**config.mk**
```make
export PLATFORM = sky130hd
export DESIGN_NAME = apb_cache_port
export DESIGN_NICKNAME = d
export VERILOG_FILES = /design/src/rtl/cache_pkg.sv /design/src/rtl/cpu_pkg.sv /design/src/rtl/apb_cache_port.sv
export SDC_FILE = /design/constraint.sdc
export NUM_CORES = 1
export LEC_CHECK = 0
export BUFFER_PORTS_ARGS = -buffer_cell sky130_fd_sc_hd__buf_2
export CAP_MARGIN = 15
export CORE_AREA = 2 2 55 57
export DETAILED_ROUTE_END_ITERATION = 6
export DIE_AREA = 0 0 57 59
export GPL_TIMING_DRIVEN = 1
export PLACE_DENSITY_LB_ADDON = 0.12
export SLEW_MARGIN = 20
export SYNTH_ARGS = -nofsm -noshare
export SYNTH_HDL_FRONTEND = slang
export SYNTH_SLANG_ARGS = --single-unit
```
**constraint.sdc**
```tcl
create_clock -name clk -period 0.8 [get_ports clk]
set_clock_uncertainty 0.05 [all_clocks]
set_input_delay 0.12 -clock clk [delete_from_list [all_inputs] [get_ports clk]]
set_output_delay 0.12 -clock clk [all_outputs]
set_load 0.02 [all_outputs]
```
**src/rtl/cache_pkg.sv**
```systemverilog
`default_nettype none

package cache_pkg;

   // direct mapped, four lines of four words
   localparam int NUM_LINES = 4;
   localparam int INDEX_W   = 2;
   localparam int OFFSET_W  = 2;
   localparam int TAG_W     = 12;

   // tag and index together address one block
   localparam int BLOCK_ADDR_W = TAG_W + INDEX_W;

   localparam int MEM_LATENCY = 4;   // cycles from request to mem_done
   localparam int MEM_BLOCKS  = 256; // upper block address bits alias

   // the same 16-bit address seen by the cache and by the memory
   typedef union packed {
      struct packed {
         logic [TAG_W-1:0]    tag;
         logic [INDEX_W-1:0]  index;
         logic [OFFSET_W-1:0] offset;
      } cache_fields;
      struct packed {
         logic [BLOCK_ADDR_W-1:0] block_addr;
         logic [OFFSET_W-1:0]     offset;
      } mem_fields;
   } cache_addr_u;

endpackage

`default_nettype wire

```
**src/rtl/cpu_pkg.sv**
```systemverilog
`default_nettype none

package cpu_pkg;

   // processor word width
   localparam int WORD_SIZE = 16;

   typedef logic [WORD_SIZE-1:0] word_t;

   // one cache block, four words
   // ascending range so that blk[0] lands in the top bits,
   // which keeps word offset 0 as the most significant word
   typedef word_t [0:3] block_t;

endpackage

`default_nettype wire
```
**src/rtl/apb_cache_port.sv**
```systemverilog
`default_nettype none

module apb_cache_port
   import cpu_pkg::*;
   import cache_pkg::*;
(
   input  wire logic        clk,
   input  wire logic        reset_n,
   input  wire logic        psel,
   input  wire logic        penable,
   input  wire logic        pwrite,
   input  wire word_t       paddr,
   input  wire word_t       pwdata,
   output logic             pready,
   output word_t            prdata,
   output logic             req_valid,
   output logic             req_write,
   output cache_addr_u      req_addr,
   output word_t            req_wdata,
   input  wire logic        done,
   input  wire word_t       rdata
);

   logic open_q; // access phase already handed to the controller

   // one request per transfer, held off during the pready cycle as well
   assign req_valid = psel && penable && !open_q && !pready;
   assign req_write = pwrite;
   assign req_addr  = cache_addr_u'(paddr);
   assign req_wdata = pwdata;

   always_ff @(posedge clk) begin
      if (!reset_n) begin
         open_q <= 1'b0;
         pready <= 1'b0;
      end else begin
         pready <= done;
         if (done)
            open_q <= 1'b0;
         else if (req_valid)
            open_q <= 1'b1;
      end
   end

   always_ff @(posedge clk) begin
      if (done)
         prdata <= rdata; // only meaningful for reads
   end

endmodule

`default_nettype wire

```
==> impl_results.md, run 1 <==
* Critical path required time at 630 ps
* Post-synth ARST share at 0%
* Top cell type's share of synthesized area at 58.8%
* Hold Vio Cnt, Final at 0
* Crit end category: output pin
* Number of routed nets with antenna violations at 0
* Synth Instances at 57
* Yosys top cell by area: edfxtp_1
* Post-synthesis sequential area ratio at 63.7%
* Worst r2r src: pready$_SDFF_PN0_
* WL per Instance at 13.5 um
* EDFF count, synth at 16
* Grt total ovfl at 0
* Fmax at 872 MHz
* Initial antenna violation count at 0
* Hold Crit Class: primary input to register
* Clock sink total at 18
* Power per Cell Area at 1730 nW/um^2
* Pleak at 0.494 nW
* Synth area leaders: edfxtp_1, buf_4, dfxtp_1
* Clk Latency, worst-skew pair at 280 ps
* Iter 0 DRT Violations at 5
* Vias in the first global route at 494
* Final min period at 1150 ps
* GPL Wtd Cong at 0.638
* Cts bufs inserted at 3
* Register-to-register setup slack at -260 ps
* Clk buf depth at 2
* Most used DFF post-synth: edfxtp_1
* Post-synth cell types at 9
* Vias at 479
* Fin crit share at 143%
* Transition time of the tightest slew-check pin at 129 ps
* Slew margin rel. at 91.4%
* RSZ-0062 raised after global routing: true
* DP HPWL at 1050 um
* Hold Startpoint: done
* Nets at 143
* Root Driver: clkbuf_4
* Layout fillers at 269
* IO Pins at 105
* Total Wirelength at 1610 um
* Area taken by multi-input logic gates at 52.6 um^2
* Reg-to-reg endpoint: open_q$_SDFFE_PP0P_
* Top-count cell post-synth: buf_4
* Number of max-cap violations at 0
* Peak VDD IR at 0.000860 V
* Status: finished, violations left
* Reg2Reg Depth at 5
* Critical path fanouts, max at 2
* Rows at 19
* Die Span Y at 59 um
* Die Width at 57 um
* Port-buffer cells at 38
* Crit Path Class: register to output pin
* Drt via density at 4.03
* Core box area at 2710 um^2
* Largest net degree at the start of global routing at 19
* Worst path arrival time at 980 ps
* Commonest cells in the netlist: buf_4, edfxtp_1, dfxtp_1
* P&R area growth vs syn at 40.1%
* Setup Viol. Count Final at 19
* Mapped Area at 817 um^2
* Hold path depth at 2
* Initial Util at 30.1%
* Finished Core Util at 42.2%
* Htree depth at 1
* Reg area at 522 um^2
* ANT cells at 0
* Mapped Nets at 111
* Hold endpoint: prdata[3]$_DFFE_PP_
* Failing checks: negative setup slack
* Pre-CTS setup slack at -77.2 ps
* Total GRT Usage at 9.20%
* Setup ws final at -347 ps
* # DRC at 0
* Clock transition at path regs at 100 ps
* Yosys reg bits at 18
* Initial DRT Pass Iterations at 3
* Critical Path Start Type: register
* Synthesized area per cell at 14.3 um^2
* TritonCTS clock tree: done
* Yosys warns at 0
* Layout cells sized above 1 at 56.8%
* Final slew viol count at 0
* First-pass GRT wire length at 2190 um
* Die ar. at 3360 um^2
[area by class of cell]
cell class | instances | share of cell area, %
Tap cell | 31 | 3.39
Timing Repair Buffer | 60 | 43.8
Inverter | 1 | 0.328
Clock buffer | 4 | 2.30
Sequential cell | 18 | 45.6
Multi-Input combinational cell | 5 | 4.59
[sequential cells by signal, indices dropped and copies added (netlist names)]
signal / count
pready: 1
prdata: 16
open_q: 1
[report_power, final]
part | leakage [nW] | switching, mW | internal (mW)
combinational | 0.305 | 0.170 | 0.227
clock | 0.0150 | 0.265 | 0.193
sequential | 0.173 | 0.0300 | 1.10
total | 0.494 | 0.465 | 1.52
[timing repair]
action | 4_1_cts | 5_1_grt
pin swaps | 1 | 1
hold endpoints to repair | 16 | 1
setup endpoints to repair | 19 | 19
hold buffers | 16 | 1
resized for setup | 7 | 22
setup buffers | 1 | 2
cloned | 0 | 0
[worst max path at each step]
stage / from / to / cells past startpoint
floorplan: pready$_SDFF_PN0_ / req_valid / 2
global placement: pready$_SDFF_PN0_ / req_valid / 3
detailed placement: pready$_SDFF_PN0_ / req_valid / 3
CTS: pready$_SDFF_PN0_ / req_valid / 3
global route: pready$_SDFF_PN0_ / req_valid / 3
finish: pready$_SDFF_PN0_ / req_valid / 3
[per-layer routing]
metal,track usage [%],up-vias,wire length (um)
li1,-,218,-
met1,7.77,205,514
met2,15.3,48,852
met3,5.46,8,211
met4,7.97,0,32
met5,0,-,0
[critical path, cell delays in order, from the launching register on]
cell and delay [ps]:
dfxtp_2 330, nand3b_4 160, nor2_4 80, buf_6 110
[through the flow]
step / total power, mW / TNS (ps) / hold slack [ps] / std cells / instance area, um^2
CTS: 1.95 / -4070 / 2.59 / 116 / 1050
global route: 2.11 / -5090 / 156 / 119 / 1140
detailed placement: 1.40 / -105 / 190 / 95 / 835
floorplan: 1.49 / -47.4 / 169 / 57 / 826
finish: 1.99 / -3950 / 175 / 119 / 1140
global placement: 1.40 / -75.2 / 190 / 95 / 835
[cell usage in the layout, fill, tap and decap left out]
master	n
nand3b_4	1
clkbuf_4	3
a21oi_2	1
edfxtp_1	16
dfxtp_1	1
nand2b_1	1
dfxtp_2	1
buf_2	24
dlygate4sd3_1	17
clkbuf_1	1
and2_1	1
inv_1	1
buf_6	15
nor2_4	1
buf_4	3
buf_12	1
[cells by family after synthesis]
logic type | Yosys count | synth area share, %
AOI/OAI and AO/OA | 1 | 1.07
buffers and inverters | 34 | 30.8
DFF | 18 | 63.7
and+or+nand+nor | 4 | 4.44
No activity file was read; power rests on OpenSTA's default activity.
==> run 2: changes to the inputs <==
- CORE_AREA: 2 2 55 57 -> 2 2 54 56
- CTS_BUF_LIST: unset -> sky130_fd_sc_hd__clkbuf_8
- DIE_AREA: 0 0 57 59 -> 0 0 56 58
==> impl_results.md, run 2 (synthesized netlist as in run 1, its figures left out) <==
* Setup Viol. Count Final at 26 (was 19)
* Hold Startpoint: rdata[9] (was done)
* GPL Wtd Cong at 0.591 (was 0.638)
* Final min period at 1080 ps (was 1150 ps)
* Internal at 1.62 mW (was 1.52 mW)
* Most frequent cells in the layout: buf_2, edfxtp_1, dlygate4sd3_1, buf_6 (was buf_2, dlygate4sd3_1, edfxtp_1, buf_6)
* Clock transition at path regs at 70 ps (was 100 ps)
* M3 GR Usage at 5.58% (was 5.46%)
* Comb pwr share at 16.3% (was 20.0%)
* P&R area growth vs syn at 30.5% (was 40.1%)
* Peak VDD IR at 0.000766 V (was 0.000860 V)
* Vias at 446 (was 479)
* Failing checks: negative hold slack, negative setup slack (was negative setup slack)
* Routing usage on met1 at 8.66% (was 7.77%)
* Clk Latency, worst-skew pair at 240 ps (was 280 ps)
* Switch share at 22.3% (was 23.4%)
* Total Wirelength at 1350 um (was 1610 um)
* Largest Register: prdata (unchanged)
* Crit Path Class: register to output pin (unchanged)
* Most common cell after layout, fill and taps aside: buf_2 (unchanged)
* Seq pwr share at 53.8% (was 56.9%)
* Slew margin rel. at 91.1% (was 91.4%)
* # DRC at 0 (unchanged)
* Number of routed nets with antenna violations at 0 (unchanged)
* Clk buf depth at 2 (unchanged)
* Worst setup path start: pready$_SDFF_PN0_ (unchanged)
* Final slew viol count at 0 (unchanged)
* Min Hold Slack at -1.64 ps (was 175 ps)
* Fmax at 922 MHz (was 872 MHz)
* Critical Path Start Type: register (unchanged)
* Fin crit share at 136% (was 143%)
* Vias in the first global route at 411 (was 494)
* Largest net degree at the start of global routing at 19 (unchanged)
* First-pass GRT wire length at 1980 um (was 2190 um)
* Buffers and inverters on the worst path at 1 (unchanged)
* Layout cells sized above 1 at 59.8% (was 56.8%)
* IO Pins at 105 (unchanged)
* Core box area at 2660 um^2 (was 2710 um^2)
* Initial Util at 30.7% (was 30.1%)
* Critical path required time at 630 ps (about the same)
* Nets at 137 (was 143)
* Power per Cell Area at 1960 nW/um^2 (was 1730 nW/um^2)
* Sw power at 0.466 mW (was 0.465 mW)
* Rows at 19 (unchanged)
* Port-buffer cells at 38 (unchanged)
* Worst r2r src: pready$_SDFF_PN0_ (unchanged)
* Pleak at 0.487 nW (was 0.494 nW)
* Root Driver: clkbuf_8 (was clkbuf_4)
* Placed Instances at 95 (unchanged)
* Power Total at 2.09 mW (was 1.99 mW)
* Die Span Y at 58 um (was 59 um)
* Largest register FFs at 16 (unchanged)
* Iter 0 DRT Violations at 7 (was 5)
* Clock sink total at 18 (unchanged)
* Total GRT Usage at 8.46% (was 9.20%)
* Critical path fanouts, max at 2 (unchanged)
* Worst path slowest cell: dfxtp_2 (unchanged)
* Drt via density at 3.95 (was 4.03)
* Biggest registers after layout: prdata x16, open_q x1, pready x1 (unchanged)
* Die Width at 56 um (was 57 um)
* Hold Vio Cnt, Final at 1 (was 0)
* Largest stage delay on the critical path at 320 ps (was 330 ps)
* WL per Instance at 12.0 um (was 13.5 um)
* Number of max-cap violations at 0 (unchanged)
* Crit-path cells: nand3b_4 > nor2_4 > buf_6 (unchanged)
* ANT cells at 0 (unchanged)
* CP delay by family, top: flip-flops (unchanged)
* TritonCTS clock tree: done (unchanged)
* GRT Max-Usage Layer: met2 (unchanged)
* Hold Crit Class: primary input to register (unchanged)
* Grt total ovfl at 0 (unchanged)
* Htree depth at 1 (unchanged)
* Initial DRT Pass Iterations at 2 (was 3)
* Post-route insts no fill at 113 (was 119)
* Setup ws final at -285 ps (was -347 ps)
* GR met2 Demand/Resource at 11.8% (was 15.3%)
* Status: finished, violations left (unchanged)
* Die ar. at 3250 um^2 (was 3360 um^2)
* Clock power frac at 29.8% (was 23.1%)
* RSZ-0062 raised after global routing: true (unchanged)
* Crit end category: output pin (unchanged)
* Worst path arrival time at 910 ps (was 980 ps)
* Cts bufs inserted at 3 (unchanged)
* Initial antenna violation count at 0 (unchanged)
* Transition time of the tightest slew-check pin at 134 ps (was 129 ps)
[run 2: cell count changes in the layout (fill, tap and decap cells not counted)]
cell	change
buf_2	+7
buf_6	-8
clkbuf_1	-1
clkbuf_4	-3
clkbuf_8	+3
clkinv_1	+1
dlygate4sd3_1	-8
dlymetal6s4s_1	+3
[run 2: per-layer routing]
layer | up-vias | wire length [um]
met5 | - | 0
met1 | 197 | 537
li1 | 204 | -
met4 | 0 | 36
met3 | 8 | 187
met2 | 37 | 593
[run 2: repair_timing]
action | 4_1_cts | 5_1_grt
setup endpoints to repair | 19 | 22
endpoints found under the hold margin | 15 | 13
resized for setup | 4 | 13
buffers inserted | 1 | 1
pin swaps | 1 | 0
hold buffers | 3 | 9
cloned | 0 | 0
[run 2: path summary, 6_finish.rpt]
path                                       endpoint  slack, ps  cells past startpoint
worst max-delay path                      req_valid       -280                      3
worst min-delay path            prdata[9]$_DFFE_PP_         -2                      1
worst max register to register  open_q$_SDFFE_PP0P_       -260                      5
worst min register to register  open_q$_SDFFE_PP0P_        440                      2
[run 2: power groups by stage]
stage | clock network [mW] | registers [mW] | logic (mW)
after detailed placement | 0 | 1.14 | 0.259
after floorplan | 0 | 1.23 | 0.262
after CTS | 0.656 | 1.12 | 0.283
after global routing | 0.700 | 1.13 | 0.361
after global placement | 0 | 1.14 | 0.259
final | 0.622 | 1.12 | 0.340
[run 2: worst reg2reg max path, stage by stage, from the launching register on]
cell,delay [ps]
dfxtp_2,320
nand3b_4,160
buf_4,140
buf_4,120
buf_4,120
a21oi_2,110
[run 2: layout make-up]
cell class              count  area [um^2]
fillers                   276         1600
clock inverters             1         3.75
repair buffers             54          404
clock buffers               3         41.3
well taps                  31         38.8
inverters                   1         3.75
flip-flops and latches     18          522
multi-input cells           5         52.6
[run 2: per-stage QoR]
| stage | instance area [um^2] | utilization (%) | TNS, ps | setup WS (ps) |
|---|---|---|---|---|
| after floorplan | 826 | - | -47.4 | -47.4 |
| after global placement | 835 | 31.3 | -74.0 | -66.1 |
| after detailed placement | 835 | 31.3 | -90.6 | -72.8 |
| after CTS | 930 | 34.9 | -2970 | -298 |
| after global routing | 1070 | 40.0 | -3670 | -336 |
| final | 1070 | 40.0 | -2900 | -285 |
