===== src/rtl/cache_pkg.sv =====
`default_nettype none

package cache_pkg;

   // direct mapped, four lines of four words
   localparam int NUM_LINES = 4;
   localparam int INDEX_W   = 2;
   localparam int OFFSET_W  = 2;
   localparam int TAG_W     = 12;

   // tag and index together address one block
   localparam int BLOCK_ADDR_W = TAG_W + INDEX_W;

   localparam int MEM_LATENCY = 4;   // cycles from request to mem_done
   localparam int MEM_BLOCKS  = 256; // upper block address bits alias

   // the same 16-bit address seen by the cache and by the memory
   typedef union packed {
      struct packed {
         logic [TAG_W-1:0]    tag;
         logic [INDEX_W-1:0]  index;
         logic [OFFSET_W-1:0] offset;
      } cache_fields;
      struct packed {
         logic [BLOCK_ADDR_W-1:0] block_addr;
         logic [OFFSET_W-1:0]     offset;
      } mem_fields;
   } cache_addr_u;

endpackage

`default_nettype wire


===== src/rtl/cpu_pkg.sv =====
`default_nettype none

package cpu_pkg;

   // processor word width
   localparam int WORD_SIZE = 16;

   typedef logic [WORD_SIZE-1:0] word_t;

   // one cache block, four words
   // ascending range so that blk[0] lands in the top bits,
   // which keeps word offset 0 as the most significant word
   typedef word_t [0:3] block_t;

endpackage

`default_nettype wire

===== src/rtl/line_store.sv =====
`default_nettype none

module line_store
   import cpu_pkg::*;
   import cache_pkg::*;
(
   input  wire logic        clk,
   input  wire logic        reset_n,
   input  wire cache_addr_u lookup_addr,
   output logic             hit,
   output word_t            line_rdata,
   output block_t           line_block,
   input  wire logic        fill_en,
   input  wire block_t      fill_block,
   input  wire logic        wr_en,
   input  wire word_t       wr_word
);

   block_t               data_bank [NUM_LINES];
   logic [TAG_W-1:0]     tag_bank  [NUM_LINES];
   logic [NUM_LINES-1:0] valid;

   logic [INDEX_W-1:0]  idx;
   logic [OFFSET_W-1:0] off;
   logic [TAG_W-1:0]    tag;

   assign idx = lookup_addr.cache_fields.index;
   assign off = lookup_addr.cache_fields.offset;
   assign tag = lookup_addr.cache_fields.tag;

   assign line_block = data_bank[idx];
   assign line_rdata = line_block[off]; // word select
   assign hit        = valid[idx] && (tag_bank[idx] == tag);

   always_ff @(posedge clk) begin
      if (!reset_n)
         valid <= '0;
      else if (fill_en)
         valid[idx] <= 1'b1;
   end

   always_ff @(posedge clk) begin
      if (fill_en) begin
         data_bank[idx] <= fill_block; // whole line replaced
         tag_bank[idx]  <= tag;
      end else if (wr_en) begin
         data_bank[idx][off] <= wr_word; // merge one word
      end
   end

endmodule

`default_nettype wire


===== config.mk =====
export PLATFORM = sky130hd
export DESIGN_NAME = line_store
export DESIGN_NICKNAME = d
export VERILOG_FILES = /design/src/rtl/cache_pkg.sv /design/src/rtl/cpu_pkg.sv /design/src/rtl/line_store.sv
export SDC_FILE = /design/constraint.sdc
export NUM_CORES = 1
export LEC_CHECK = 0
export ABC_CLOCK_PERIOD_IN_PS = 7000
export BUFFER_PORTS_ARGS = -buffer_cell sky130_fd_sc_hd__buf_4
export CAP_MARGIN = 20
export CORE_ASPECT_RATIO = 2
export CORE_MARGIN = 8
export CORE_UTILIZATION = 24
export CTS_BUF_LIST = sky130_fd_sc_hd__clkbuf_16
export DETAILED_ROUTE_END_ITERATION = 8
export PLACE_DENSITY = 0.36
export SETUP_SLACK_MARGIN = 0.2
export SLEW_MARGIN = 20
export SYNTH_ARGS = -nofsm -noshare
export SYNTH_HDL_FRONTEND = slang
export SYNTH_SLANG_ARGS = --single-unit

===== constraint.sdc =====
create_clock -name clk -period 7 [get_ports clk]
set_input_delay 0 -clock clk [delete_from_list [all_inputs] [get_ports clk]]
set_output_delay 0 -clock clk [all_outputs]
set_load 0.05 [all_outputs]

==> reports/results.ini, run 1 <==
[placed_design]
gp_congestion=0.704
dp_hpwl_um=27400
io_buffers=180

[cts]
clkTransAtPathRegs_ns=0.07
htree_levels=1
postCtsSetupRepairBufs=0
postCtsHoldBufs=109
cts_num_sinks=308
root_buffer=clkbuf_16
cts_buffers=29
cts_resized=0
clock_path_buffers=3
clk_latency_ns=0.56
cts_tree=built

[drt]
viasPerCell=4.34
ant_nets=0
drcViolationCount=0
first_iter_violations=311
routed_wl_um=38000
dr.pass1.iters=4
num_vias=6743
wl_per_cell_um=24.5

[synthesis]
ys_seq_area_frac=0.735
ys_seq_elements=308
synth_cells=559
synth.area.top_cells=edfxtp_1, mux4_2, mux2_2
syn_area_sq_um=12500
yosys.area.top_type_share=0.729
synth_nets=659
yosys_warnings=0
yosysTopAreaCell=edfxtp_1
synthDistinctLibCells=26
post_synth.cell_area_avg_sq_um=22.4

[timing]
tightest_slew_ns=1.15
rsz0062_at_grt=no
max_freq_ghz=0.305
finalSetupViolCount=0
hold_viol=0
timing.setup.tns_ns=0
finalCritPeriodShare=0.468
period_needed_ns=3.28
final-max-slew-violation-count=0
fin_skew_ns=0
relSlewSlack=0.236

[pwr]
leakage_nw=5.70
powerDensity_nw_per_um2=258
ir_drop_mv=0.170

[run_status]
status=finished clean

[critical_path]
cp.required_ns=7.00
cpMostUsedCell=buf_4
end_kind=output port
cp.depth=8
cp-start-kind=input pin
slowest_stage=buf_6
path_delay_family=buffers and inverters
cp_max_fo=60
path_cells=buf_6 > buf_4 > mux4_2 > xor2_1 > nor4_2 > nand4_1 > nor4_1 > buf_4
worstPathArrival_ns=3.28
crit_type=input pin to output port
worst-path-buf-inv=3
cpPeakStageDelay_ns=0.63
worstRegToRegCells=1

[die]
initial_core_util=0.242
core-area_sq_um=51700
fp-row-count=118
die_w_um=178
dieArea_sq_um=60200
ioPinCount=181
die_height_um=339

[grt]
grt.met2_usage=0.236
gr-usage-all-layers=0.125
met3_usage=0.0231
busiest_layer=met2
grt_pass1_vias=7776
grt_max_degree=61
grt_util_met1=0.141
overflow=0
antenna_found_initial=1
grt_pass1_wl_um=54600

[run]
maxCapViolCount=0

[finish]
nFillCells=5035
area_growth_pct=33.8
fin_util=0.325
fin_nets=969
drive_gt1_frac=0.464

[min_path]
holdPathStages=4
holdCritPathClass=input pin to flip-flop

-- flip-flops by register name (all words and copies together) (netlist names) --
| signal | count |
|---|---|
| valid | 4 |
| tag_bank | 48 |
| data_bank | 256 |
-- per-layer routing --
layer	vias up	wire (um)
met3	38	1940
met5	-	0
met1	3548	14300
met2	177	21100
met4	0	633
li1	2980	-
-- cell type report --
class                           count  area [sq um]  area share
Antenna cell                        1          2.50    0.000149
Sequential cell                   308          9210       0.549
Clock inverter                     25           145     0.00865
Timing Repair Buffer              308          2590       0.154
Inverter                            1          3.75    0.000224
Clock buffer                       29           726      0.0433
Multi-Input combinational cell    221          3270       0.195
Tap cell                          660           826      0.0492
-- cells in the final DEF (no fill, tap or decap), types with 5 or more instances in the layout --
| cell type | Yosys | routed |
|---|---|---|
| edfxtp_1 | 304 | 304 |
| buf_4 | 0 | 198 |
| dlygate4sd3_1 | 0 | 109 |
| mux4_2 | 89 | 89 |
| mux2_2 | 65 | 65 |
| clkbuf_16 | 0 | 29 |
| xor2_1 | 10 | 10 |
| inv_1 | 1 | 9 |
| nor2_2 | 0 | 7 |
| nor2_1 | 20 | 7 |
| mux2i_1 | 7 | 7 |
| clkinv_2 | 0 | 7 |
| nor2_4 | 0 | 6 |
| nor3_2 | 0 | 5 |
| xnor2_1 | 5 | 5 |
| clkinv_1 | 0 | 5 |
-- kinds of logic after synthesis --
family	after synthesis	share of synthesized area
compound gates	7	0.00409
simple gates	38	0.0149
mux	161	0.224
flops	308	0.735
buf+inv	30	0.0116
xor+xnor	15	0.0105
-- tightest hold or removal path, stage by stage --
cell and delay, ns:
buf_4 0.15, inv_1 0.13, nor3_2 0.06, buf_4 0.20
-- through the flow --
stage | worst slack (ns) | total power (W) | instance area, sq um | hold WS (ns) | std cells
after global placement | 3.48 | 0.00286 | 14800 | 0.218 | 1388
after CTS | 3.47 | 0.00440 | 16800 | 0.139 | 1551
final | 3.72 | 0.00433 | 16800 | 0.179 | 1553
after floorplan | 4.13 | 0.00260 | 12500 | 0.0989 | 559
after detailed placement | 3.47 | 0.00287 | 14800 | 0.229 | 1388
after global routing | 3.40 | 0.00448 | 16800 | 0.182 | 1553
-- worst paths after layout --
path	start	slack, ns	end
hold reg to reg	valid[3]$_SDFFE_PN0P_	0.46	valid[3]$_SDFFE_PN0P_
setup / recovery	lookup_addr[2]	3.72	hit
hold / removal	fill_en	0.18	tag_bank[0][11]$_DFFE_PP_
setup reg to reg	valid[1]$_SDFFE_PN0P_	6.40	valid[1]$_SDFFE_PN0P_
-- Yosys cell counts --
cell,count
a31oi_1,2
and3b_1,1
buf_1,4
buf_2,14
buf_6,2
clkbuf_1,9
dfxtp_1,4
edfxtp_1,304
inv_1,1
mux2_2,65
mux2i_1,7
mux4_2,89
nand2_1,3
nand2b_1,2
nand3_1,1
nand4_1,1
nor2_1,20
nor2b_1,1
nor3_1,6
nor3b_2,1
nor4_1,1
nor4_2,1
o21a_1,4
o32ai_1,1
xnor2_1,5
xor2_1,10
-- power breakdown --
group	leakage [nW]	internal [W]	switching (W)
clock network	0.454	0.000788	0.000677
registers	2.83	0.00214	0.0000219
logic	2.42	0.000271	0.000429
total	5.70	0.00320	0.00113
Power figures use the tool's default switching activity.
==> run 2, diff against run 1 <==
--- a/config.mk
+++ b/config.mk
@@ -5,7 +5,7 @@
 export SDC_FILE = /design/constraint.sdc
 export NUM_CORES = 1
 export LEC_CHECK = 0
-export ABC_CLOCK_PERIOD_IN_PS = 7000
+export ABC_CLOCK_PERIOD_IN_PS = 3110
 export BUFFER_PORTS_ARGS = -buffer_cell sky130_fd_sc_hd__buf_4
 export CAP_MARGIN = 20
 export CORE_ASPECT_RATIO = 2
==> constraint.sdc (replaced) <==
create_clock -name clk -period 3.11 [get_ports clk]
set_input_delay 0 -clock clk [delete_from_list [all_inputs] [get_ports clk]]
set_output_delay 0 -clock clk [all_outputs]
set_load 0.05 [all_outputs]
==> run 2 against run 1 <==
Clock skew unchanged. First-iteration DRC count decreased by 13%. Utilization increased by 0.11 points. Sequential power increased by 130%. Critical endpoint unchanged. Largest power group unchanged. Highest routed layer unchanged.
==> reports/results.ini, run 2 (synthesized netlist as in run 1, its figures left out) <==
[grt]
overflow=0  ; unchanged
antenna_found_initial=1  ; unchanged
gr-usage-all-layers=0.128  ; +0.00267
grt_max_degree=47  ; -23%
grt_pass1_wl_um=55200  ; +1.0%
grt_pass1_vias=7800  ; +0.31%

[finish]
reg_top3=data_bank x256, tag_bank x48, valid x4
mostFrequentLayoutCell=edfxtp_1
final_cell_mix=edfxtp_1, buf_4, dlygate4sd3_1
drive_gt1_frac=0.470  ; +0.00607
nFillCells=5029  ; -0.12%
area_growth_pct=34.3
fin_nets=986  ; +1.8%
largest_reg_flops=256  ; unchanged
top_register=data_bank
fin_util=0.326  ; +0.00114

[timing]
period_needed_ns=2.64
tightest_slew_ns=0.850  ; -0.296 ns
finalCritPeriodShare=0.850
hold_viol=0  ; unchanged
fin_skew_ns=0  ; unchanged
timing.setup.tns_ns=0  ; unchanged
relSlewSlack=0.431  ; +0.195
rsz0062_at_grt=no
max_freq_ghz=0.378
final-max-slew-violation-count=0  ; unchanged
finalSetupViolCount=0  ; unchanged

[critical_path]
cp-start-kind=flip-flop
cp_max_fo=1  ; -98%
worstPathArrival_ns=2.64  ; -0.64 ns
end_kind=output port
cp.required_ns=3.11  ; -3.89 ns
crit_type=flip-flop to output port

[drt]
num_vias=6856  ; +1.7%
drcViolationCount=0  ; unchanged
dr.pass1.iters=6  ; +2
first_iter_violations=270  ; -13%
wl_per_cell_um=24.8  ; +1.4%
viasPerCell=4.38  ; +0.77%
routed_wl_um=38900  ; +2.3%
ant_nets=0  ; unchanged

[pwr]
ir_drop_mv=0.338  ; +100%
powerDensity_nw_per_um2=570  ; +120%
leakage_nw=5.77  ; +1.2%

[die]
ioPinCount=181  ; unchanged
dieArea_sq_um=60200  ; unchanged
initial_core_util=0.242  ; unchanged
die_height_um=339  ; unchanged
die_w_um=178  ; unchanged
fp-row-count=118  ; unchanged
core-area_sq_um=51700  ; unchanged

[min_path]
holdCritPathClass=input pin to flip-flop

[run]
maxCapViolCount=0  ; unchanged

[cts]
postCtsSetupRepairBufs=0  ; unchanged
root_buffer=clkbuf_16
cts_tree=built
clk_latency_ns=0.54  ; -0.02 ns
cts_num_sinks=308  ; unchanged
clock_path_buffers=3  ; unchanged
htree_levels=1  ; unchanged
clkTransAtPathRegs_ns=0.06  ; about the same
cts_buffers=29  ; unchanged

[placed_design]
io_buffers=180  ; unchanged
dp_hpwl_um=28200  ; +2.8%
gp_congestion=0.739  ; +5.0%

[run_status]
status=finished clean

-- run 2: cell types whose count changed in the layout (fill, tap and decap cells not counted), moves of 2 or more --
| cell | before | now |
|---|---|---|
| buf_4 | 198 | 214 |
| clkinv_1 | 5 | 7 |
| clkinv_2 | 7 | 5 |
| clkinvlp_4 | 3 | 1 |
| nor2_2 | 7 | 13 |
| nor2_4 | 6 | 0 |
-- run 2: final cells by class --
| class | count | area [sq um] | share of cell area |
|---|---|---|---|
| repair buffers | 325 | 2720 | 0.162 |
| inverters | 1 | 3.75 | 0.000223 |
| clock inverters | 22 | 92.6 | 0.00550 |
| flip-flops and latches | 308 | 9210 | 0.547 |
| clock buffers | 29 | 726 | 0.0431 |
| diodes | 1 | 2.50 | 0.000149 |
| multi-input cells | 221 | 3250 | 0.193 |
| well taps | 660 | 826 | 0.0491 |
-- run 2: final timing paths --
| check | from | to | slack [ns] | cells past startpoint |
|---|---|---|---|---|
| setup / recovery | tag_bank[2][10]$_DFFE_PP_ | hit | 0.47 | 6 |
| hold / removal | fill_en | data_bank[3][6]$_DFFE_PP_ | 0.11 | 3 |
| setup reg to reg | valid[2]$_SDFFE_PN0P_ | valid[2]$_SDFFE_PN0P_ | 2.50 | 1 |
| hold reg to reg | valid[0]$_SDFFE_PN0P_ | valid[0]$_SDFFE_PN0P_ | 0.47 | 1 |
-- run 2: per-stage QoR --
step / worst slack (ns) / total power (W) / hold slack, ns / area (sq um) / std cells
2_1_floorplan: 0.238 / 0.00585 / 0.0989 / 12500 / 559
3_3_place_gp: 0.454 / 0.00645 / 0.218 / 14900 / 1405
3_5_place_dp: 0.533 / 0.00647 / 0.226 / 14900 / 1406
4_1_cts: 0.266 / 0.00977 / 0.0611 / 16800 / 1566
5_1_grt: 0.303 / 0.00995 / 0.0957 / 16800 / 1566
6_report: 0.467 / 0.00959 / 0.105 / 16800 / 1567
-- run 2: worst max-delay path, stage by stage (launching register included) --
cell,delay (ns)
edfxtp_1,0.37
mux4_2,0.48
xor2_1,0.18
nor4_2,0.36
nand4_1,0.23
nor4_2,0.22
buf_4,0.25
-- run 2: power breakdown --
| part | switching [W] | total [W] | leakage, nW | internal, W |
|---|---|---|---|---|
| logic | 0.000971 | 0.00159 | 2.51 | 0.000620 |
| clock network | 0.00146 | 0.00313 | 0.436 | 0.00167 |
| registers | 0.0000496 | 0.00487 | 2.83 | 0.00482 |
-- run 2: what timing repair did --
item | CTS | global route
endpoints found under the setup margin | 1 | 0
hold endpoints to repair | 308 | 0
gates resized for setup | 1 | 0
hold buffers | 109 | 0
-- run 2: metal layers --
metal  track usage  vias up  part of all wire
met1         0.146     3600              0.37
met2         0.237      203              0.55
met3        0.0207       46             0.053
met5             0        -                 0
met4        0.0403        0             0.026
li1              -     3007                 -
