===== src/rtl/cache_pkg.sv =====
`default_nettype none

package cache_pkg;

   // direct mapped, four lines of four words
   localparam int NUM_LINES = 4;
   localparam int INDEX_W   = 2;
   localparam int OFFSET_W  = 2;
   localparam int TAG_W     = 12;

   // tag and index together address one block
   localparam int BLOCK_ADDR_W = TAG_W + INDEX_W;

   localparam int MEM_LATENCY = 4;   // cycles from request to mem_done
   localparam int MEM_BLOCKS  = 256; // upper block address bits alias

   // the same 16-bit address seen by the cache and by the memory
   typedef union packed {
      struct packed {
         logic [TAG_W-1:0]    tag;
         logic [INDEX_W-1:0]  index;
         logic [OFFSET_W-1:0] offset;
      } cache_fields;
      struct packed {
         logic [BLOCK_ADDR_W-1:0] block_addr;
         logic [OFFSET_W-1:0]     offset;
      } mem_fields;
   } cache_addr_u;

endpackage

`default_nettype wire


===== src/rtl/cpu_pkg.sv =====
`default_nettype none

package cpu_pkg;

   // processor word width
   localparam int WORD_SIZE = 16;

   typedef logic [WORD_SIZE-1:0] word_t;

   // one cache block, four words
   // ascending range so that blk[0] lands in the top bits,
   // which keeps word offset 0 as the most significant word
   typedef word_t [0:3] block_t;

endpackage

`default_nettype wire

===== src/rtl/cache_ctrl.sv =====
`default_nettype none

module cache_ctrl
   import cpu_pkg::*;
   import cache_pkg::*;
(
   input  wire logic                     clk,
   input  wire logic                     reset_n,
   input  wire logic                     req_valid,
   input  wire logic                     req_write,
   input  wire cache_addr_u              req_addr,
   input  wire word_t                    req_wdata,
   output logic                          done,
   output word_t                         rdata,
   output cache_addr_u                   lookup_addr,
   input  wire logic                     hit,
   input  wire word_t                    line_rdata,
   input  wire block_t                   line_block,
   output logic                          fill_en,
   output block_t                        fill_block,
   output logic                          wr_en,
   output word_t                         wr_word,
   output logic                          mem_read,
   output logic                          mem_write,
   output logic [BLOCK_ADDR_W-1:0]       mem_block_addr,
   output block_t                        mem_wdata,
   input  wire block_t                   mem_rdata,
   input  wire logic                     mem_done
);

   enum logic [2:0] {
      IDLE,
      LOOKUP,
      REFILL,
      FILL,
      WRITE_WORD,
      WRITE_THROUGH
   } state, state_next;

   cache_addr_u addr_q;
   logic        write_q;
   word_t       wdata_q;
   block_t      refill_q; // block fetched on a miss

   // idle looks at the live request so a read hit answers at once
   assign lookup_addr    = (state == IDLE) ? req_addr : addr_q;
   assign rdata          = line_rdata;
   assign fill_block     = refill_q;
   assign wr_word        = wdata_q;
   assign mem_block_addr = addr_q.mem_fields.block_addr;
   assign mem_wdata      = line_block; // merged line goes out whole

   always_ff @(posedge clk) begin
      if (!reset_n)
         state <= IDLE;
      else
         state <= state_next;
   end

   always_ff @(posedge clk) begin
      if (state == IDLE && req_valid) begin
         addr_q  <= req_addr;
         write_q <= req_write;
         wdata_q <= req_wdata;
      end
      if (mem_read && mem_done)
         refill_q <= mem_rdata;
   end

   always_comb begin
      state_next = state;
      done       = 1'b0;
      fill_en    = 1'b0;
      wr_en      = 1'b0;
      mem_read   = 1'b0;
      mem_write  = 1'b0;
      case (state)
         IDLE: begin
            if (req_valid) begin
               if (req_write)
                  state_next = LOOKUP; // writes run from the latched copy
               else if (hit)
                  done = 1'b1;
               else
                  state_next = REFILL;
            end
         end
         LOOKUP: begin
            if (!hit) begin
               state_next = REFILL;
            end else if (write_q) begin
               state_next = WRITE_WORD;
            end else begin
               done       = 1'b1;
               state_next = IDLE;
            end
         end
         REFILL: begin
            mem_read = 1'b1;
            if (mem_done)
               state_next = FILL;
         end
         FILL: begin
            fill_en    = 1'b1;
            state_next = LOOKUP; // check again, now a hit
         end
         WRITE_WORD: begin
            wr_en      = 1'b1;
            state_next = WRITE_THROUGH;
         end
         WRITE_THROUGH: begin
            mem_write = 1'b1;
            if (mem_done) begin
               done       = 1'b1;
               state_next = IDLE;
            end
         end
         default: state_next = IDLE;
      endcase
   end

endmodule

`default_nettype wire


===== config.mk =====
export PLATFORM = sky130hd
export DESIGN_NAME = cache_ctrl
export DESIGN_NICKNAME = d
export VERILOG_FILES = /design/src/rtl/cache_pkg.sv /design/src/rtl/cpu_pkg.sv /design/src/rtl/cache_ctrl.sv
export SDC_FILE = /design/constraint.sdc
export NUM_CORES = 1
export LEC_CHECK = 0
export ABC_AREA = 1
export BUFFER_PORTS_ARGS = -buffer_cell sky130_fd_sc_hd__buf_2
export CAP_MARGIN = 40
export CORE_AREA = 2 2 147 149
export CTS_BUF_LIST = sky130_fd_sc_hd__clkbuf_8
export CTS_CLUSTER_DIAMETER = 150
export CTS_CLUSTER_SIZE = 20
export DETAILED_ROUTE_END_ITERATION = 6
export DIE_AREA = 0 0 149 151
export PLACE_DENSITY = 0.58
export SLEW_MARGIN = 10
export SYNTH_ARGS = -nofsm -noshare
export SYNTH_HDL_FRONTEND = slang
export SYNTH_SLANG_ARGS = --single-unit
export TNS_END_PERCENT = 30

===== constraint.sdc =====
create_clock -name clk -period 4.5 [get_ports clk]
set_input_delay 0.45 -clock clk [delete_from_list [all_inputs] [get_ports clk]]
set_output_delay 0.45 -clock clk [all_outputs]
set_load 0.02 [all_outputs]

==> impl_metrics.tcl, run 1 <==
set metrics [dict create \
    status "finished clean" \
    crit_top_cell "nor2_4" \
    grt_first_pass_wirelength_um 13700 \
    clk_pin_slew_ps 130 \
    worstPathArrival_ps 2000 \
    cts_resized 0 \
    core_um2 20800 \
    tightest_slew_ps 777 \
    cts.sinks 100 \
    powerDensity_nw_per_um2 593 \
    portBuffers 216 \
    report.final.slew_viol_count 0 \
    cpPeakStageDelay_ps 390 \
    synthesis.area_um2 4110 \
    synth_cell_type_count 19 \
    hold_ws_ps 221 \
    synth_top_area_share_pct 70.9 \
    drv_cap 0 \
    start_util_pct 19.7 \
    max_slew_margin_pct 48.1 \
    boundaryPins 377 \
    die_w_um 149 \
    postCtsHoldBufs 0 \
    post-dp-hpwl_um 7940 \
    cts_setup_buffers 0 \
    first_iter_violations 148 \
    drt-total-wl_um 10300 \
    synth_cells 293 \
    yosysTopAreaCell "edfxtp_1" \
    clk_latency_ps 380 \
    fillers 2224 \
    cts_tree "built" \
    ir_worst_vdd_mv 0.254 \
    post-route-util_pct 24.3 \
    syn_nets 475 \
    first_pass_iters 4 \
    worst-path-buf-inv 2 \
    finalSetupViolations 0 \
    nets 608 \
    cp_slowest_cell "buf_4" \
    power.leakage_nw 2.20 \
    gp_congestion 0.716 \
    fmax_mhz 408 \
    min_path_type "in2reg" \
    grt_max_degree 40 \
    cts_made_buffers 9 \
    ys_seq_elements 100 \
    finalCriticalPeriod_ps 2450 \
    antenna_left 0 \
    antenna_found_initial 1 \
    multi_input_area_um2 373 \
    cpLargestDelayFamily "buffers and inverters" \
    grt_usage_pct 8.31 \
    final_common_cell "buf_2" \
    end_kind "output port" \
    diodes 0 \
    synth_area_per_cell_um2 14.0 \
    rows 53 \
    regArea_um2 2970 \
    viasPerCell 3.54 \
    rsz0062_at_grt "false" \
    cts_buffer_depth 2 \
    ys_top_cells_by_area "edfxtp_1, buf_4, nand2_1" \
    layout-drive-gt1-share_pct 56.4 \
    yosys_warnings 0 \
    yosysSeqAreaShare_pct 72.4 \
    final_cell_mix "buf_2, edfxtp_1, nand2_1" \
    cts_htree_levels 3 \
    path_max_fanout 34 \
    place_inst 690 \
    dieArea_um2 22500 \
    gr-total-overflow 0 \
    die_h_um 151 \
    cp_cell_sequence "nor2_4 > nand2_4 > nor2_4 > buf_4 > nand2_1 > o221ai_1 > buf_2" \
    fin_skew_ps 14.2 \
    detail_route.wl_per_cell_um 14.6 \
    grt_pass1_vias 2385 \
    startpoint_type "flop" \
    clockRootBuffer "clkbuf_8" \
    drt_drc_violations_left 0 \
    cp.required_ps 4050 \
    tns_ps 0 \
    final.period_utilization_pct 54.4 \
    worst-setup-path-type "reg2out" \
    area_growth_pct 23.1 \
    vias 2496 \
    hold_viol_final 0 \
    instances_no_fill 706 \
]
final timing paths:
check,to,depth (start not counted),startpoint,slack (ps)
setup reg to reg,fill_block[47],4,state[2],2210
hold reg to reg,state[1],2,state[1],570
setup / recovery,done,7,state[0],2050
hold / removal,fill_block[43],1,mem_rdata[43],220
Yosys cell counts, drive strengths merged:
library cell,count
nand2,58
edfxtp,97
nor2,10
o221ai,1
inv,13
nor3,1
a21oi,3
nand3,7
o21ai,2
dfxtp,3
clkinv,1
buf,96
o211ai,1
worst register-to-register path: cells and delay by family, from the launching register on:
family	cells	cell delay, ps
DFF	1	380
and+or+nand+nor	2	860
buffers and inverters	2	670
sequential cells by signal, summed over array words and instances, names as in the netlist:
register and flops:
addr_q 16, state 3, write_q 1, wr_word 16
fill_block 64
power by group:
group / internal (mW) / switching [mW] / total [mW]
Combinational: 0.296 / 0.766 / 1.06
Clock: 0.229 / 0.389 / 0.618
Sequential: 1.26 / 0.0637 / 1.32
stage by stage:
stage | cell area (µm²) | worst slack [ps] | power [mW]
floorplan | 4110 | 744 | 2.16
global placement | 4840 | 2210 | 2.42
detailed placement | 4840 | 2200 | 2.43
CTS | 5060 | 1950 | 3.06
global route | 5060 | 1840 | 3.18
finish | 5060 | 2050 | 3.00
kinds of logic after synthesis:
logic type / after synthesis / synth area share, %
buffers and inverters: 110 / 18.9
flip-flops: 100 / 72.4
AND/OR/NAND/NOR: 76 / 7.62
AO/OA/AOI/OAI: 7 / 1.10
layout make-up:
type,instances,area share (%)
Sequential cell,100,58.8
Timing Repair Buffer,218,21.7
Multi-Input combinational cell,83,7.37
Tap cell,275,6.81
Clock buffer,9,2.45
Clock inverter,7,1.76
Inverter,14,1.14
metal layers:
layer,share of wire [%],up-vias,track usage [%]
met5,0,-,0
met4,3.0,0,5.00
met3,8.5,39,3.13
met2,49,136,13.0
met1,40,1160,9.68
li1,-,1161,-
Power figures use the tool's default switching activity.
==> run 2, diff against run 1 <==
==> constraint.sdc (replaced) <==
create_clock -name clk -period 2.3 [get_ports clk]
set_input_delay 0.23 -clock clk [delete_from_list [all_inputs] [get_ports clk]]
set_output_delay 0.23 -clock clk [all_outputs]
set_load 0.02 [all_outputs]
==> impl_metrics.tcl, run 2 (same netlist as run 1, synthesis figures left out) <==
set metrics [dict create \
    powerDensity_nw_per_um2 1040 \
    boundaryPins 377 \
    core_um2 20800 \
    die_h_um 151 \
    reg2regPathDepth 4 \
    grt_usage_pct 8.55 \
    cts_htree_levels 3 \
    min_path_type "in2reg" \
    cp.required_ps 2070 \
    post-dp-hpwl_um 7700 \
    ir_worst_vdd_mv 0.360 \
    cts_resized 0 \
    drv_cap 0 \
    crit_top_cell "nand2_1" \
    grt_pass1_vias 2625 \
    path_max_fanout 18 \
    antenna_left 0 \
    status "finished clean" \
    hold_end "fill_block[8]" \
    r2r_slack_ps 690 \
    final_common_cell "buf_2" \
    grt_first_pass_wirelength_um 14100 \
    cp_slowest_cell "dfxtp_1" \
    end_kind "output port" \
    final_cell_mix "buf_2, edfxtp_1, dlygate4sd3_1" \
    worstPathArrival_ps 1720 \
    rsz0062_at_grt "false" \
    tightest_slew_ps 428 \
    first_iter_violations 115 \
    grt_max_degree 65 \
    fmax_mhz 513 \
    reg2reg_to "wr_word[3]" \
    detail_route.wl_per_cell_um 13.9 \
    cts_buffer_depth 2 \
    gr-total-overflow 0 \
    drt-total-wl_um 10700 \
    first_pass_iters 4 \
    layout-drive-gt1-share_pct 49.3 \
    tns_ps 0 \
    worst-setup-path-type "reg2out" \
    hold_viol_final 0 \
    diodes 0 \
    clockRootBuffer "clkbuf_8" \
    hold_ws_ps 28.9 \
    startpoint_type "flop" \
    startpoint "state[2]" \
    clk_pin_slew_ps 110 \
    holdPathStages 1 \
    cp_num_cells 6 \
    gp_congestion 0.700 \
    dieArea_um2 22500 \
    finalSetupViolations 0 \
    report.final.slew_viol_count 0 \
    drt_drc_violations_left 0 \
    max_slew_margin_pct 71.5 \
    die_w_um 149 \
    finalCriticalPeriod_ps 1950 \
    rows 53 \
    postCtsHoldBufs 47 \
    worst-path-buf-inv 3 \
    final.period_utilization_pct 84.7 \
    cts_tree "built" \
    total_power_mw 5.84 \
    cts_made_buffers 9 \
    clk_latency_ps 370 \
    cts_setup_buffers 0 \
    viasPerCell 3.58 \
    start_util_pct 19.7 \
    cts.sinks 100 \
    cpLargestDelayFamily "buffers and inverters" \
    cpPeakStageDelay_ps 450 \
    vias 2745 \
    power.leakage_nw 2.44 \
    antenna_found_initial 0 \
    cp_cell_sequence "inv_2 > nand2_4 > clkinv_4 > nand2_1 > nand2_1 > buf_2" \
    r2r_start "state[0]" \
    post_dp_cell_area_um2 4860 \
    fin_skew_ps 7.93 \
    stdcell_area_um2 5640 \
    area_growth_pct 37.4 \
    portBuffers 216 \
    nets 668 \
    min-delay-start "mem_rdata[8]" \
    largest_reg_flops 64 \
]
## run 2: how the worst max path moves through the flow
stage	end	slack [ps]
floorplan	done	-300
global placement	wr_word[14]	730
CTS	lookup_addr[11]	300
global route	lookup_addr[7]	200
detailed placement	wr_word[14]	680
finish	lookup_addr[11]	350
## run 2: per-layer routing
metal  track usage [%]  wire [µm]  vias to the layer above
li1                  -          -                     1277
met3              3.16        970                       68
met1              9.70       4180                     1244
met4              6.86        625                        0
met5                 0          0                        -
met2              13.0       4890                      156
## run 2: power by group
part           switching [mW]  total (mW)  internal (mW)
Clock                   0.676        1.09          0.412
Combinational            1.52        2.18          0.660
Sequential              0.123        2.58           2.45
Total                    2.32        5.84           3.53
## run 2: stage by stage
stage	util [%]	cells	worst slack, ps
5_1_grt	27.1	766	198
4_1_cts	26.5	753	300
3_3_place_gp	23.3	690	729
6_report	27.1	766	351
3_5_place_dp	23.3	690	682
2_1_floorplan	-	293	-305
## run 2: final cells by class
class / instances / area (µm²)
inverters: 14 / 57.6
clock inverters: 7 / 63.8
well taps: 275 / 344
flip-flops and latches: 100 / 2970
repair buffers: 278 / 1710
fillers: 2165 / 15200
clock buffers: 9 / 124
multi-input cells: 83 / 373
==> run 3, diff against run 2 <==
--- a/config.mk
+++ b/config.mk
@@ -5,7 +5,7 @@
 export SDC_FILE = /design/constraint.sdc
 export NUM_CORES = 1
 export LEC_CHECK = 0
-export ABC_AREA = 1
+export ABC_AREA = 0
 export BUFFER_PORTS_ARGS = -buffer_cell sky130_fd_sc_hd__buf_2
 export CAP_MARGIN = 40
 export CORE_AREA = 2 2 147 149
==> constraint.sdc (replaced) <==
create_clock -name clk -period 2 [get_ports clk]
set_input_delay 0.2 -clock clk [delete_from_list [all_inputs] [get_ports clk]]
set_output_delay 0.2 -clock clk [all_outputs]
set_load 0.02 [all_outputs]
==> impl_metrics.tcl, run 3 <==
set metrics [dict create \
    status "finished clean" \
    fin_skew_ps 17.9 \
    min_path_type "in2reg" \
    clk_latency_ps 370 \
    worstPathArrival_ps 1720 \
    synth_top_area_share_pct 71.4 \
    gr-total-overflow 0 \
    worst-setup-path-type "reg2out" \
    final.period_utilization_pct 96.2 \
    min-delay-start "mem_rdata[1]" \
    dieArea_um2 22500 \
    cts_tree "built" \
    gp_congestion 0.724 \
    max_slew_margin_pct 68.0 \
    cts_setup_buffers 0 \
    drt-total-wl_um 11800 \
    synth_area_per_cell_um2 16.8 \
    clk_pin_slew_ps 100 \
    cp.required_ps 1800 \
    viasPerCell 3.62 \
    finalCriticalPeriod_ps 1920 \
    start_util_pct 19.6 \
    grt_usage_pct 9.60 \
    largest_reg_flops 64 \
    startpoint_type "flop" \
    grt_pass1_vias 2770 \
    drt_drc_violations_left 0 \
    synthesis.area_um2 4080 \
    startpoint "state[1]" \
    rows 53 \
    synth_edf_count 97 \
    synth_cells 243 \
    boundaryPins 377 \
    regArea_um2 2980 \
    diodes 0 \
    first_iter_violations 91 \
    cts_buffer_depth 2 \
    cts.sinks 100 \
    pre_cts_ws_ps 290 \
    yosys_warnings 0 \
    drv_cap 0 \
    place_inst 641 \
    rsz0062_at_grt "true" \
    fillers 2079 \
    hold_viol_final 0 \
    vias 2722 \
    syn_nets 425 \
    powerDensity_nw_per_um2 778 \
    synth.most_common_cell "edfxtp_1" \
    die_h_um 151 \
    path_max_fanout 13 \
    report.final.slew_viol_count 0 \
    ys_seq_elements 100 \
    r2r_slack_ps 420 \
    ir_worst_vdd_mv 0.248 \
    final_cell_mix "buf_2, edfxtp_1, dlygate4sd3_1" \
    r2r_start "state[1]" \
    synth_cell_type_count 23 \
    area_growth_pct 46.8 \
    hold_ws_ps 25.7 \
    fin_ws_ps 75.4 \
    tightest_slew_ps 467 \
    post-dp-hpwl_um 8310 \
    layout-drive-gt1-share_pct 54.3 \
    ys_top_cells_by_area "edfxtp_1, buf_4, mux2_2" \
    instances_no_fill 752 \
    fmax_mhz 520 \
    cts_made_buffers 9 \
    finalSetupViolations 0 \
    yosys_most_used_dff "edfxtp_1" \
    final_common_cell "buf_2" \
    grt_first_pass_wirelength_um 15700 \
    clockRootBuffer "clkbuf_8" \
    core_um2 20800 \
    cts_htree_levels 3 \
    power.leakage_nw 2.44 \
    first_pass_iters 4 \
    yosysTopAreaCell "edfxtp_1" \
    nets 654 \
    multi_input_area_um2 359 \
    die_w_um 149 \
    portBuffers 216 \
    end_kind "output port" \
    detail_route.wl_per_cell_um 15.7 \
    ys_top_cells_by_count "edfxtp_1, buf_4, mux2_2" \
    grt_max_degree 34 \
    yosysSeqAreaShare_pct 72.9 \
    async_flop_share_pct 0 \
    antenna_found_initial 0 \
    antenna_left 0 \
]
==> run 3: cell families after synthesis <==
family          Yosys count  synth area share [%]
compound gates           10                  1.69
buf+inv                 102                  18.5
flops                   100                  72.9
mux                      16                  4.42
simple gates             15                  2.51
==> run 3: worst paths after layout <==
path | endpoint | cells after the start
max | lookup_addr[9] | 4
min | fill_block[1] | 1
max reg2reg | wr_word[7] | 5
min reg2reg | state[2] | 1
==> run 3: cell type report <==
class | count | share of cell area, %
clock buffers | 9 | 2.07
repair buffers | 316 | 35.2
flip-flops and latches | 100 | 49.7
inverters | 4 | 0.251
clock inverters | 7 | 1.00
multi-input cells | 41 | 6.00
well taps | 275 | 5.74
==> run 3: timing repair <==
action                                  CTS  global route
gates cloned                              0             1
hold buffers                             91             3
endpoints found under the hold margin    91             3
pin swaps                                 0             1
gates resized for setup                   3             4
endpoints found under the setup margin   14            14
==> run 3: report_power, final <==
group / switching (mW) / total (mW) / internal, mW
clock: 0.754 / 1.23 / 0.472
sequential: 0.0569 / 2.52 / 2.46
combinational: 0.492 / 0.915 / 0.424
==> run 3: critical path, stage by stage (launching register included) <==
cell and delay (ps):
dfxtp_4 400, nor3_4 250, buf_4 210, mux2_2 330, buf_2 160
==> run 3: layer usage <==
layer / up-vias / routed length (µm) / global-route usage, %
met3: 50 / 973 / 2.80
met5: - / 0 / 0
met1: 1256 / 3950 / 8.91
met2: 176 / 6340 / 18.0
met4: 0 / 537 / 6.67
li1: 1240 / - / -
==> run 3: metrics by stage <==
step                      power, mW  util (%)  instance area [µm²]  TNS, ps
after floorplan                3.25         -                 4090        0
after global placement         3.31      23.3                 4850        0
after detailed placement       3.32      23.3                 4850        0
after CTS                      4.72      28.6                 5950        0
after global routing           4.88      28.8                 5990    -9.38
final                          4.66      28.8                 5990        0
